## src/source/arm_pipeline_macros.svh

```systemverilog
// ARM pipeline widths
`ifndef ARM_PIPELINE_MACROS_SVH
`define ARM_PIPELINE_MACROS_SVH

// Data path and instruction word
`define ARM_WORD_WIDTH 32

// Register file geometry
`define ARM_REG_COUNT 16
`define ARM_REG_IDX_WIDTH 4

// Byte step between instruction addresses
`define ARM_PC_STEP 4

// Operand 2 field in bits 11:0
`define ARM_SHIFT_FIELD_WIDTH 12

`endif

```

## src/source/arm_pipeline_pkg.sv

```systemverilog
// ARM pipeline types
`include "arm_pipeline_macros.svh"

package arm_pipeline_pkg;

  typedef logic [`ARM_WORD_WIDTH-1:0] word_t;
  typedef logic [`ARM_REG_IDX_WIDTH-1:0] reg_idx_t;
  typedef logic [`ARM_SHIFT_FIELD_WIDTH-1:0] shift_field_t;

  typedef struct packed {
    logic n;
    logic z;
    logic c;
    logic v;
  } flags_t;

  typedef enum logic [3:0] {
    alu_add     = 4'b0000,
    alu_adc     = 4'b0001,
    alu_sub     = 4'b0010,
    alu_sbc     = 4'b0011,
    alu_rsb     = 4'b0100,
    alu_rsc     = 4'b0101,
    alu_and     = 4'b0110,
    alu_or      = 4'b0111,
    alu_xor     = 4'b1000,
    alu_pass_a  = 4'b1001,
    alu_pass_b  = 4'b1010,
    alu_not_b   = 4'b1011,
    alu_and_not = 4'b1100
  } alu_op_e;

  // Instruction bits 24:21
  typedef enum logic [3:0] {
    dp_and, dp_eor, dp_sub, dp_rsb, dp_add, dp_adc, dp_sbc, dp_rsc,
    dp_tst, dp_teq, dp_cmp, dp_cmn, dp_orr, dp_mov, dp_bic, dp_mvn
  } dp_opcode_e;

  typedef enum logic {shift_imm_rot, shift_reg} shift_mode_e;

  typedef enum logic [1:0] {shift_lsl, shift_lsr, shift_asr, shift_ror} shift_type_e;

  typedef enum logic [1:0] {fwd_rf, fwd_ex, fwd_wb} fwd_sel_e;

endpackage

```

## src/source/decode_execute_if.sv

```systemverilog
// Decode to execute handoff
interface decode_execute_if;

  arm_pipeline_pkg::alu_op_e     alu_op;
  logic                          s_bit;
  logic                          rf_enable;
  arm_pipeline_pkg::shift_mode_e shift_mode;
  arm_pipeline_pkg::shift_field_t shift_field;
  arm_pipeline_pkg::word_t       operand_a;    // Rn after forwarding
  arm_pipeline_pkg::word_t       operand_m;    // Rm after forwarding
  arm_pipeline_pkg::reg_idx_t    rd;
  logic                          ex_rf_enable;
  arm_pipeline_pkg::reg_idx_t    ex_rd;
  arm_pipeline_pkg::word_t       ex_result;    // Combinational ALU output

  modport decode (
    output alu_op, s_bit, rf_enable, shift_mode, shift_field, operand_a, operand_m, rd,
    input  ex_rf_enable, ex_rd, ex_result
  );

  modport execute (
    input  alu_op, s_bit, rf_enable, shift_mode, shift_field, operand_a, operand_m, rd,
    output ex_rf_enable, ex_rd, ex_result
  );

endinterface

```

## src/source/fetch_unit.sv

```systemverilog
// Program counter and fetch register
`include "arm_pipeline_macros.svh"

module fetch_unit (
  input  logic                    clk,
  input  logic                    reset,
  input  arm_pipeline_pkg::word_t instr,
  output arm_pipeline_pkg::word_t pc,
  output arm_pipeline_pkg::word_t id_instr
);

  arm_pipeline_pkg::word_t next_pc;

  // No stall, so the PC advances every cycle
  assign next_pc = pc + arm_pipeline_pkg::word_t'(`ARM_PC_STEP);

  always_ff @(posedge clk or posedge reset) begin
    if (reset) begin
      pc       <= '0;
      id_instr <= '0;            // Zero word decodes as NOP
    end else begin
      pc       <= next_pc;
      id_instr <= instr;         // Word at the current pc
    end
  end

endmodule

```

## src/source/register_file.sv

```systemverilog
// Sixteen entry register file
`include "arm_pipeline_macros.svh"

module register_file (
  input  logic                       clk,
  input  logic                       reset,
  input  logic                       wb_enable,
  input  arm_pipeline_pkg::reg_idx_t wb_rd,
  input  arm_pipeline_pkg::word_t    wb_data,
  input  arm_pipeline_pkg::reg_idx_t rn_idx,
  input  arm_pipeline_pkg::reg_idx_t rm_idx,
  output arm_pipeline_pkg::word_t    rn_data,
  output arm_pipeline_pkg::word_t    rm_data
);

  arm_pipeline_pkg::word_t regs [`ARM_REG_COUNT];   // R15 is a plain register here

  always_ff @(posedge clk or posedge reset) begin
    if (reset) begin
      for (int i = 0; i < `ARM_REG_COUNT; i++) begin
        regs[i] <= '0;
      end
    end else if (wb_enable) begin
      regs[wb_rd] <= wb_data;
    end
  end

  // Same-cycle writes are covered by the write-back forward in decode
  assign rn_data = regs[rn_idx];
  assign rm_data = regs[rm_idx];

endmodule

```

## src/source/decode_stage.sv

```systemverilog
// Instruction decode and forwarding
module decode_stage (
  input  logic                       clk,
  input  logic                       reset,
  input  arm_pipeline_pkg::word_t    id_instr,
  input  logic                       wb_enable,
  input  arm_pipeline_pkg::reg_idx_t wb_rd,
  input  arm_pipeline_pkg::word_t    wb_data,
  output arm_pipeline_pkg::reg_idx_t rn_idx,
  output arm_pipeline_pkg::reg_idx_t rm_idx,
  input  arm_pipeline_pkg::word_t    rn_data,
  input  arm_pipeline_pkg::word_t    rm_data,
  decode_execute_if.decode           dx
);

  arm_pipeline_pkg::dp_opcode_e  opcode;
  arm_pipeline_pkg::alu_op_e     id_alu_op;
  arm_pipeline_pkg::shift_mode_e id_shift_mode;
  arm_pipeline_pkg::fwd_sel_e    rn_sel;
  arm_pipeline_pkg::fwd_sel_e    rm_sel;
  arm_pipeline_pkg::word_t       rn_value;
  arm_pipeline_pkg::word_t       rm_value;
  logic                          is_imm;
  logic                          is_reg_shift;
  logic                          is_compare;
  logic                          id_valid;

  assign rn_idx = id_instr[19:16];
  assign rm_idx = id_instr[3:0];
  assign opcode = arm_pipeline_pkg::dp_opcode_e'(id_instr[24:21]);

  // Class 001 rotated immediate, class 000 with bit 4 clear shifted register
  assign is_imm        = (id_instr[27:25] == 3'b001);
  assign is_reg_shift  = (id_instr[27:25] == 3'b000) && !id_instr[4] && (id_instr != '0);
  assign id_valid      = is_imm || is_reg_shift;
  assign id_shift_mode = is_imm ? arm_pipeline_pkg::shift_imm_rot : arm_pipeline_pkg::shift_reg;
  assign is_compare    = opcode inside {arm_pipeline_pkg::dp_tst, arm_pipeline_pkg::dp_teq,
                                        arm_pipeline_pkg::dp_cmp, arm_pipeline_pkg::dp_cmn};

  always_comb begin
    case (opcode)
      arm_pipeline_pkg::dp_and: id_alu_op = arm_pipeline_pkg::alu_and;
      arm_pipeline_pkg::dp_eor: id_alu_op = arm_pipeline_pkg::alu_xor;
      arm_pipeline_pkg::dp_sub: id_alu_op = arm_pipeline_pkg::alu_sub;
      arm_pipeline_pkg::dp_rsb: id_alu_op = arm_pipeline_pkg::alu_rsb;
      arm_pipeline_pkg::dp_add: id_alu_op = arm_pipeline_pkg::alu_add;
      arm_pipeline_pkg::dp_adc: id_alu_op = arm_pipeline_pkg::alu_adc;
      arm_pipeline_pkg::dp_sbc: id_alu_op = arm_pipeline_pkg::alu_sbc;
      arm_pipeline_pkg::dp_rsc: id_alu_op = arm_pipeline_pkg::alu_rsc;
      arm_pipeline_pkg::dp_tst: id_alu_op = arm_pipeline_pkg::alu_and;
      arm_pipeline_pkg::dp_teq: id_alu_op = arm_pipeline_pkg::alu_xor;
      arm_pipeline_pkg::dp_cmp: id_alu_op = arm_pipeline_pkg::alu_sub;
      arm_pipeline_pkg::dp_cmn: id_alu_op = arm_pipeline_pkg::alu_add;
      arm_pipeline_pkg::dp_orr: id_alu_op = arm_pipeline_pkg::alu_or;
      arm_pipeline_pkg::dp_mov: id_alu_op = arm_pipeline_pkg::alu_pass_b;
      arm_pipeline_pkg::dp_bic: id_alu_op = arm_pipeline_pkg::alu_and_not;
      default:                  id_alu_op = arm_pipeline_pkg::alu_not_b;   // MVN
    endcase
  end

  // Youngest producer wins
  assign rn_sel = (dx.ex_rf_enable && (rn_idx == dx.ex_rd)) ? arm_pipeline_pkg::fwd_ex :
                  (wb_enable && (rn_idx == wb_rd))          ? arm_pipeline_pkg::fwd_wb :
                                                              arm_pipeline_pkg::fwd_rf;
  assign rm_sel = (dx.ex_rf_enable && (rm_idx == dx.ex_rd)) ? arm_pipeline_pkg::fwd_ex :
                  (wb_enable && (rm_idx == wb_rd))          ? arm_pipeline_pkg::fwd_wb :
                                                              arm_pipeline_pkg::fwd_rf;

  always_comb begin
    case (rn_sel)
      arm_pipeline_pkg::fwd_ex: rn_value = dx.ex_result;
      arm_pipeline_pkg::fwd_wb: rn_value = wb_data;
      default:                  rn_value = rn_data;
    endcase
    case (rm_sel)
      arm_pipeline_pkg::fwd_ex: rm_value = dx.ex_result;
      arm_pipeline_pkg::fwd_wb: rm_value = wb_data;
      default:                  rm_value = rm_data;
    endcase
  end

  always_ff @(posedge clk or posedge reset) begin
    if (reset) begin
      dx.rf_enable <= 1'b0;
      dx.s_bit     <= 1'b0;
    end else begin
      dx.rf_enable <= id_valid && !is_compare;   // Compares only touch flags
      dx.s_bit     <= id_valid && id_instr[20];
    end
  end

  always_ff @(posedge clk) begin
    dx.alu_op      <= id_alu_op;
    dx.shift_mode  <= id_shift_mode;
    dx.shift_field <= id_instr[11:0];
    dx.operand_a   <= rn_value;
    dx.operand_m   <= rm_value;
    dx.rd          <= id_instr[15:12];
  end

endmodule

```

## src/source/operand_shifter.sv

```systemverilog
// Operand 2 rotate and shift
module operand_shifter (
  input  arm_pipeline_pkg::shift_mode_e  shift_mode,
  input  arm_pipeline_pkg::shift_field_t shift_field,
  input  arm_pipeline_pkg::word_t        operand_m,
  output arm_pipeline_pkg::word_t        operand_b
);

  function automatic arm_pipeline_pkg::word_t rotate_right(arm_pipeline_pkg::word_t value,
                                                           logic [4:0] amount);
    // Left shift by the full width clears, so amount 0 returns value
    return (value >> amount) | (value << (6'd32 - {1'b0, amount}));
  endfunction

  arm_pipeline_pkg::shift_type_e shift_type;
  arm_pipeline_pkg::word_t       imm_value;
  logic [4:0]                    rot_amt;
  logic [4:0]                    shift_amt;

  assign shift_type = arm_pipeline_pkg::shift_type_e'(shift_field[6:5]);
  assign imm_value  = {24'b0, shift_field[7:0]};
  assign rot_amt    = {shift_field[11:8], 1'b0};    // Twice the 4-bit rotate
  assign shift_amt  = shift_field[11:7];

  always_comb begin
    if (shift_mode == arm_pipeline_pkg::shift_imm_rot) begin
      operand_b = rotate_right(imm_value, rot_amt);
    end else begin
      case (shift_type)
        arm_pipeline_pkg::shift_lsl: operand_b = operand_m << shift_amt;
        arm_pipeline_pkg::shift_lsr: operand_b = operand_m >> shift_amt;
        arm_pipeline_pkg::shift_asr: operand_b = $signed(operand_m) >>> shift_amt;
        default:                     operand_b = rotate_right(operand_m, shift_amt);
      endcase
    end
  end

endmodule

```

## src/source/alu.sv

```systemverilog
// ALU with NZCV generation
`include "arm_pipeline_macros.svh"

module alu (
  input  arm_pipeline_pkg::alu_op_e alu_op,
  input  arm_pipeline_pkg::word_t   a,
  input  arm_pipeline_pkg::word_t   b,
  input  logic                      carry_in,
  output arm_pipeline_pkg::word_t   result,
  output arm_pipeline_pkg::flags_t  result_flags
);

  localparam int msb = `ARM_WORD_WIDTH - 1;

  logic                    reverse;
  logic                    add_cin;
  logic                    sub_cin;
  logic [`ARM_WORD_WIDTH:0] sum;
  arm_pipeline_pkg::word_t minuend;
  arm_pipeline_pkg::word_t subtrahend;
  arm_pipeline_pkg::word_t difference;
  logic                    borrow;
  logic                    add_ovf;
  logic                    sub_ovf;

  // One adder and one subtractor shared by all arithmetic ops
  assign reverse    = alu_op inside {arm_pipeline_pkg::alu_rsb, arm_pipeline_pkg::alu_rsc};
  assign minuend    = reverse ? b : a;
  assign subtrahend = reverse ? a : b;
  assign add_cin    = (alu_op == arm_pipeline_pkg::alu_adc) && carry_in;
  assign sub_cin    = (alu_op inside {arm_pipeline_pkg::alu_sbc, arm_pipeline_pkg::alu_rsc})
                      && carry_in;

  assign sum        = {1'b0, a} + {1'b0, b} + {{`ARM_WORD_WIDTH{1'b0}}, add_cin};
  assign difference = minuend - subtrahend - {{msb{1'b0}}, sub_cin};
  assign borrow     = {1'b0, minuend} < ({1'b0, subtrahend} + {{`ARM_WORD_WIDTH{1'b0}}, sub_cin});

  assign add_ovf = ~(a[msb] ^ b[msb]) & (a[msb] ^ sum[msb]);
  assign sub_ovf = (minuend[msb] ^ subtrahend[msb]) & (minuend[msb] ^ difference[msb]);

  always_comb begin
    result         = '0;
    result_flags.c = carry_in;   // Logical ops keep the stored carry
    result_flags.v = 1'b0;       // Execute stage keeps the stored V instead
    case (alu_op)
      arm_pipeline_pkg::alu_add, arm_pipeline_pkg::alu_adc: begin
        result         = sum[msb:0];
        result_flags.c = sum[`ARM_WORD_WIDTH];
        result_flags.v = add_ovf;
      end
      arm_pipeline_pkg::alu_sub, arm_pipeline_pkg::alu_sbc,
      arm_pipeline_pkg::alu_rsb, arm_pipeline_pkg::alu_rsc: begin
        result         = difference;
        result_flags.c = borrow;   // Set on borrow
        result_flags.v = sub_ovf;
      end
      arm_pipeline_pkg::alu_and:     result = a & b;
      arm_pipeline_pkg::alu_or:      result = a | b;
      arm_pipeline_pkg::alu_xor:     result = a ^ b;
      arm_pipeline_pkg::alu_pass_a:  result = a;
      arm_pipeline_pkg::alu_pass_b:  result = b;
      arm_pipeline_pkg::alu_not_b:   result = ~b;
      arm_pipeline_pkg::alu_and_not: result = a & ~b;
      default:                       result = '0;
    endcase
    result_flags.n = result[msb];
    result_flags.z = (result == '0);
  end

endmodule

```

## src/source/execute_stage.sv

```systemverilog
// Execute stage and write-back register
module execute_stage (
  input  logic                       clk,
  input  logic                       reset,
  decode_execute_if.execute          dx,
  output logic                       wb_enable,
  output arm_pipeline_pkg::reg_idx_t wb_rd,
  output arm_pipeline_pkg::word_t    wb_data,
  output arm_pipeline_pkg::flags_t   flags
);

  arm_pipeline_pkg::word_t  operand_b;
  arm_pipeline_pkg::word_t  alu_result;
  arm_pipeline_pkg::flags_t result_flags;
  arm_pipeline_pkg::flags_t next_flags;
  logic                     arith_op;

  operand_shifter u_shifter (
    .shift_mode  (dx.shift_mode),
    .shift_field (dx.shift_field),
    .operand_m   (dx.operand_m),
    .operand_b   (operand_b)
  );

  alu u_alu (
    .alu_op       (dx.alu_op),
    .a            (dx.operand_a),
    .b            (operand_b),
    .carry_in     (flags.c),        // Stored carry into ADC, SBC, RSC
    .result       (alu_result),
    .result_flags (result_flags)
  );

  // Back to decode for the distance-1 forward
  assign dx.ex_result    = alu_result;
  assign dx.ex_rd        = dx.rd;
  assign dx.ex_rf_enable = dx.rf_enable;

  assign arith_op = dx.alu_op inside {[arm_pipeline_pkg::alu_add : arm_pipeline_pkg::alu_rsc]};

  always_comb begin
    next_flags = result_flags;
    if (!arith_op) begin
      next_flags.v = flags.v;      // Logical ops leave V alone
    end
  end

  always_ff @(posedge clk or posedge reset) begin
    if (reset) begin
      flags     <= '0;
      wb_enable <= 1'b0;
    end else begin
      wb_enable <= dx.rf_enable;
      if (dx.s_bit) begin
        flags <= next_flags;
      end
    end
  end

  always_ff @(posedge clk) begin
    wb_rd   <= dx.rd;
    wb_data <= alu_result;
  end

endmodule

```

## src/source/arm_pipeline_top.sv

```systemverilog
// ARM data-processing pipeline top
module arm_pipeline_top (
  input  logic                       clk,
  input  logic                       reset,
  input  arm_pipeline_pkg::word_t    instr,
  output arm_pipeline_pkg::word_t    pc,
  output logic                       wb_enable,
  output arm_pipeline_pkg::reg_idx_t wb_rd,
  output arm_pipeline_pkg::word_t    wb_data,
  output arm_pipeline_pkg::flags_t   flags
);

  arm_pipeline_pkg::word_t    id_instr;
  arm_pipeline_pkg::reg_idx_t rn_idx;
  arm_pipeline_pkg::reg_idx_t rm_idx;
  arm_pipeline_pkg::word_t    rn_data;
  arm_pipeline_pkg::word_t    rm_data;

  decode_execute_if dx_if ();

  fetch_unit u_fetch (
    .clk      (clk),
    .reset    (reset),
    .instr    (instr),
    .pc       (pc),
    .id_instr (id_instr)
  );

  register_file u_regs (
    .clk       (clk),
    .reset     (reset),
    .wb_enable (wb_enable),
    .wb_rd     (wb_rd),
    .wb_data   (wb_data),
    .rn_idx    (rn_idx),
    .rm_idx    (rm_idx),
    .rn_data   (rn_data),
    .rm_data   (rm_data)
  );

  decode_stage u_decode (
    .clk       (clk),
    .reset     (reset),
    .id_instr  (id_instr),
    .wb_enable (wb_enable),
    .wb_rd     (wb_rd),
    .wb_data   (wb_data),
    .rn_idx    (rn_idx),
    .rm_idx    (rm_idx),
    .rn_data   (rn_data),
    .rm_data   (rm_data),
    .dx        (dx_if.decode)
  );

  execute_stage u_execute (
    .clk       (clk),
    .reset     (reset),
    .dx        (dx_if.execute),
    .wb_enable (wb_enable),
    .wb_rd     (wb_rd),
    .wb_data   (wb_data),
    .flags     (flags)
  );

endmodule

```

## config.mk

```make
export PLATFORM = sky130hd
export DESIGN_NAME = arm_pipeline_top
export DESIGN_NICKNAME = d
export VERILOG_FILES = /design/src/source/arm_pipeline_pkg.sv /design/src/source/decode_execute_if.sv /design/src/source/fetch_unit.sv /design/src/source/register_file.sv /design/src/source/decode_stage.sv /design/src/source/operand_shifter.sv /design/src/source/alu.sv /design/src/source/execute_stage.sv /design/src/source/arm_pipeline_top.sv
export VERILOG_INCLUDE_DIRS = /design/src /design/src/source
export SDC_FILE = /design/constraint.sdc
export NUM_CORES = 2
export LEC_CHECK = 0
export ABC_AREA = 1
export BUFFER_PORTS_ARGS = -buffer_cell sky130_fd_sc_hd__buf_4
export CAP_MARGIN = 20
export CORE_ASPECT_RATIO = 0.75
export CORE_MARGIN = 2
export CORE_UTILIZATION = 35
export DETAILED_ROUTE_END_ITERATION = 16
export GPL_ROUTABILITY_DRIVEN = 0
export PLACE_DENSITY = 0.54
export SYNTH_ARGS = -nofsm -noshare
export SYNTH_HDL_FRONTEND = slang
export SYNTH_SLANG_ARGS = --single-unit
```

## constraint.sdc

```tcl
create_clock -name clk -period 26.4 [get_ports clk]
set_input_delay 3.96 -clock clk [delete_from_list [all_inputs] [get_ports clk]]
set_output_delay 3.96 -clock clk [all_outputs]
set_load 0.1 [all_outputs]
```

==> impl_metrics.ini <==
[yosys]
async_flop_share = 0.828
synth_cells = 6898
synth_cell_types = 75
synthTopCellsByArea = dfrtp_1 30%, nand2_1 13%, o21ai_0 9.6%
yosys.area.top_type_share = 0.304
synth_seq_cells = 702
synth.avg_cell_area_um2 = 6.94
ys_seq_area_frac = 0.354
synth_common_cells = 1654 x nand2_1, 920 x o21ai_0, 664 x a21oi_1
netlist.top_cell.by_area = dfrtp_1
syn_area_mm2 = 0.0479
synth_edf_count = 0
synth_most_common_cell = nand2_1
synthFlopType = dfrtp_1
ys_warn_count = 0

[sta]
fin_crit_sh = 0.307
worst_pin_slew_ns = 1.22
relSlewSlack = 0.180
setup_viol = 0
max_freq_ghz = 0.123
fin_worst_skew_ns = 0.0520
hold_viol = 0
setup-tns-final_ns = 0
fin_crit_ns = 8.10
rsz0062_at_grt = no
slew_violations = 0

[pwr]
seqPwrFrac = 0.351
p_comb_frac = 0.400
p_int_uw = 2550
switching_share = 0.456
leakage_uw = 0.0235
peakVddDrop_v = 0.0000711
p_switching_uw = 2140
powerDensity_mw_per_mm2 = 89.0
pwr-share-clk = 0.250

[floorplan]
dieArea_mm2 = 0.140
boundaryPins = 107
core-area_mm2 = 0.136
fp-row-count = 117
die_w_um = 431
die_y_um = 324
initial_core_util = 0.353

[setup_path]
crit_start = u_decode.dx.shift_field[8]
path_delay_family = simple AND/OR/NAND/NOR gates
path_buf_inv = 6
worstPathMaxFanout = 87
crit_path_end_kind = register
rr_startpoint = u_decode.dx.shift_field[8]
critPathLaunchType = register
max_stage_delay_ns = 0.98
cp.required_ns = 27.06
slowest_stage = ha_1
setup.worst_path.class = register to register
cp.arrival_ns = 8.76

[cells_and_area]
drive_gt1_frac = 0.0814
multiInputGateArea_mm2 = 0.0267
fin_nets = 6938
syn_to_final_growth_pct = 10.1
fillers = 14200
seqCellArea_mm2 = 0.0170
final_cell_area_mm2 = 0.0527

[min_path]
hold_start = u_fetch.id_instr[5]
hold_path_class = register to register

[route]
ant_nets = 0
vias = 51600
routedWlPerCell_um = 25.7
wl_um = 221000
via_per_inst = 6.01
dr.pass1.iters = 9
drtIter0Drc = 8685
drc = 0

[clock_tree]
numCtsBuffers = 79
cts_hold_buf = 0
cts.sinks = 702
cts-root-buf = clkbuf_16
clk_path_buf_depth = 3
cts_tree = done
clock_latency_ns = 0.72
post_cts_buffers = 0
post_cts_resized = 0
cts.htree.levels = 3
clkTransAtPathRegs_ns = 0.06

[status]
status = finished, final reports clean

[grt]
grt_pass1_wl_um = 322000
grt_pass1_vias = 46600
grt_max_degree = 161
grt.overflow.total = 0
grt_usage = 0.306
antenna_found_initial = 8

[placement]
numPortBuffers = 104
dp_hpwl_um = 149000
place_area_mm2 = 0.0499

[job]
timing.max_cap.violations = 0
## area by class of cell
type / count / share of cell area
multi-input cells: 5111 / 0.506
clock inverters: 33 / 0.00797
flip-flops and latches: 702 / 0.322
diodes: 2 / 0.0000949
well taps: 1785 / 0.0424
inverters: 617 / 0.0445
repair buffers: 225 / 0.0331
clock buffers: 115 / 0.0438
## cell families after synthesis
family | synth area share
buffers and inverters | 0.0914
and+or+nand+nor | 0.238
AOI/OAI and AO/OA | 0.260
adders and majority gates | 0.0445
muxes | 0.000836
DFF | 0.354
other | 0.0000783
xor gates and xnor gates | 0.0113
## layout by cell type, fill, tap and decap left out, types with 17 or more instances in the layout
| cell type | n |
|---|---|
| o22ai_1 | 216 |
| inv_1 | 569 |
| o21ai_0 | 920 |
| a31oi_1 | 17 |
| a311oi_1 | 25 |
| nand3_1 | 486 |
| xor2_1 | 48 |
| o2111ai_1 | 100 |
| nor2_1 | 294 |
| o311ai_0 | 20 |
| nand2_2 | 56 |
| nand4_1 | 42 |
| o21ai_1 | 57 |
| clkbuf_8 | 20 |
| a21oi_1 | 664 |
| nand2_1 | 1636 |
| dfrtp_1 | 576 |
| a311o_1 | 18 |
| buf_4 | 221 |
| o211ai_1 | 46 |
| inv_2 | 35 |
| clkbuf_16 | 79 |
| a221o_1 | 24 |
| nor3_1 | 57 |
| ha_1 | 164 |
| dfxtp_1 | 119 |
## final timing paths
path,end,slack (ns),cells after the start
setup / recovery,u_execute.flags[2],18.30,33
hold / removal,u_decode.dx.shift_field[5],0.37,0
setup reg to reg,u_execute.flags[2],18.30,33
hold reg to reg,u_decode.dx.shift_field[5],0.37,0
max in group asynchronous,u_regs.regs[415],20.74,4
min in group asynchronous,u_regs.regs[353],3.35,2
## through the flow
step                       util  setup slack, ns  hold slack, ns  power [uW]  std cells
final                     0.389            18.30           0.365        4690       8590
after global routing      0.389            17.65           0.377        4950       8589
after CTS                 0.388            18.56           0.365        4650       8586
after detailed placement  0.368            18.59           0.349        3470       8438
after global placement    0.368            18.59           0.345        3440       8437
after floorplan               -             6.18           0.339        2830       6899
## routing by layer
| layer | global-route usage | wire, um | part of all wire |
|---|---|---|---|
| met1 | 0.445 | 95100 | 0.43 |
| met4 | 0.129 | 11200 | 0.051 |
| met5 | 0.00717 | 191 | 0.00086 |
| met3 | 0.0979 | 29600 | 0.13 |
| met2 | 0.408 | 85100 | 0.38 |
## worst register-to-register path: cells and delay by family, from the launching register on
| family | cells | cell delay (ns) |
|---|---|---|
| AOI/OAI and AO/OA | 8 | 1.95 |
| buffers and inverters | 6 | 1.77 |
| and+or+nand+nor | 15 | 2.27 |
| muxes | 1 | 0.17 |
| adders and majority gates | 3 | 1.64 |
| DFF | 1 | 0.31 |
## power groups by stage
| stage | logic, uW | clock network [uW] | registers, uW |
|---|---|---|---|
| after floorplan | 1100 | 0 | 1730 |
| after global placement | 1800 | 0 | 1650 |
| after detailed placement | 1820 | 0 | 1650 |
| after CTS | 1820 | 1190 | 1630 |
| after global routing | 2050 | 1230 | 1680 |
| final | 1880 | 1170 | 1650 |
## sequential cells by signal, summed over array words and instances (netlist names)
signal / count
u_decode.dx.rf_enable: 1
u_execute.wb_rd: 4
u_regs.regs: 512
u_decode.dx.s_bit: 1
u_execute.wb_data: 32
u_execute.flags: 4
u_execute.wb_enable: 1
u_fetch.pc: 30
u_decode.dx.rd: 4
u_decode.dx.operand_a: 32
u_fetch.id_instr: 32
u_decode.dx.shift_field: 12
u_decode.dx.operand_m: 32
u_decode.dx.shift_mode: 1
u_decode.dx.alu_op: 4
Note: power is estimated with default switching activity, not from simulation.
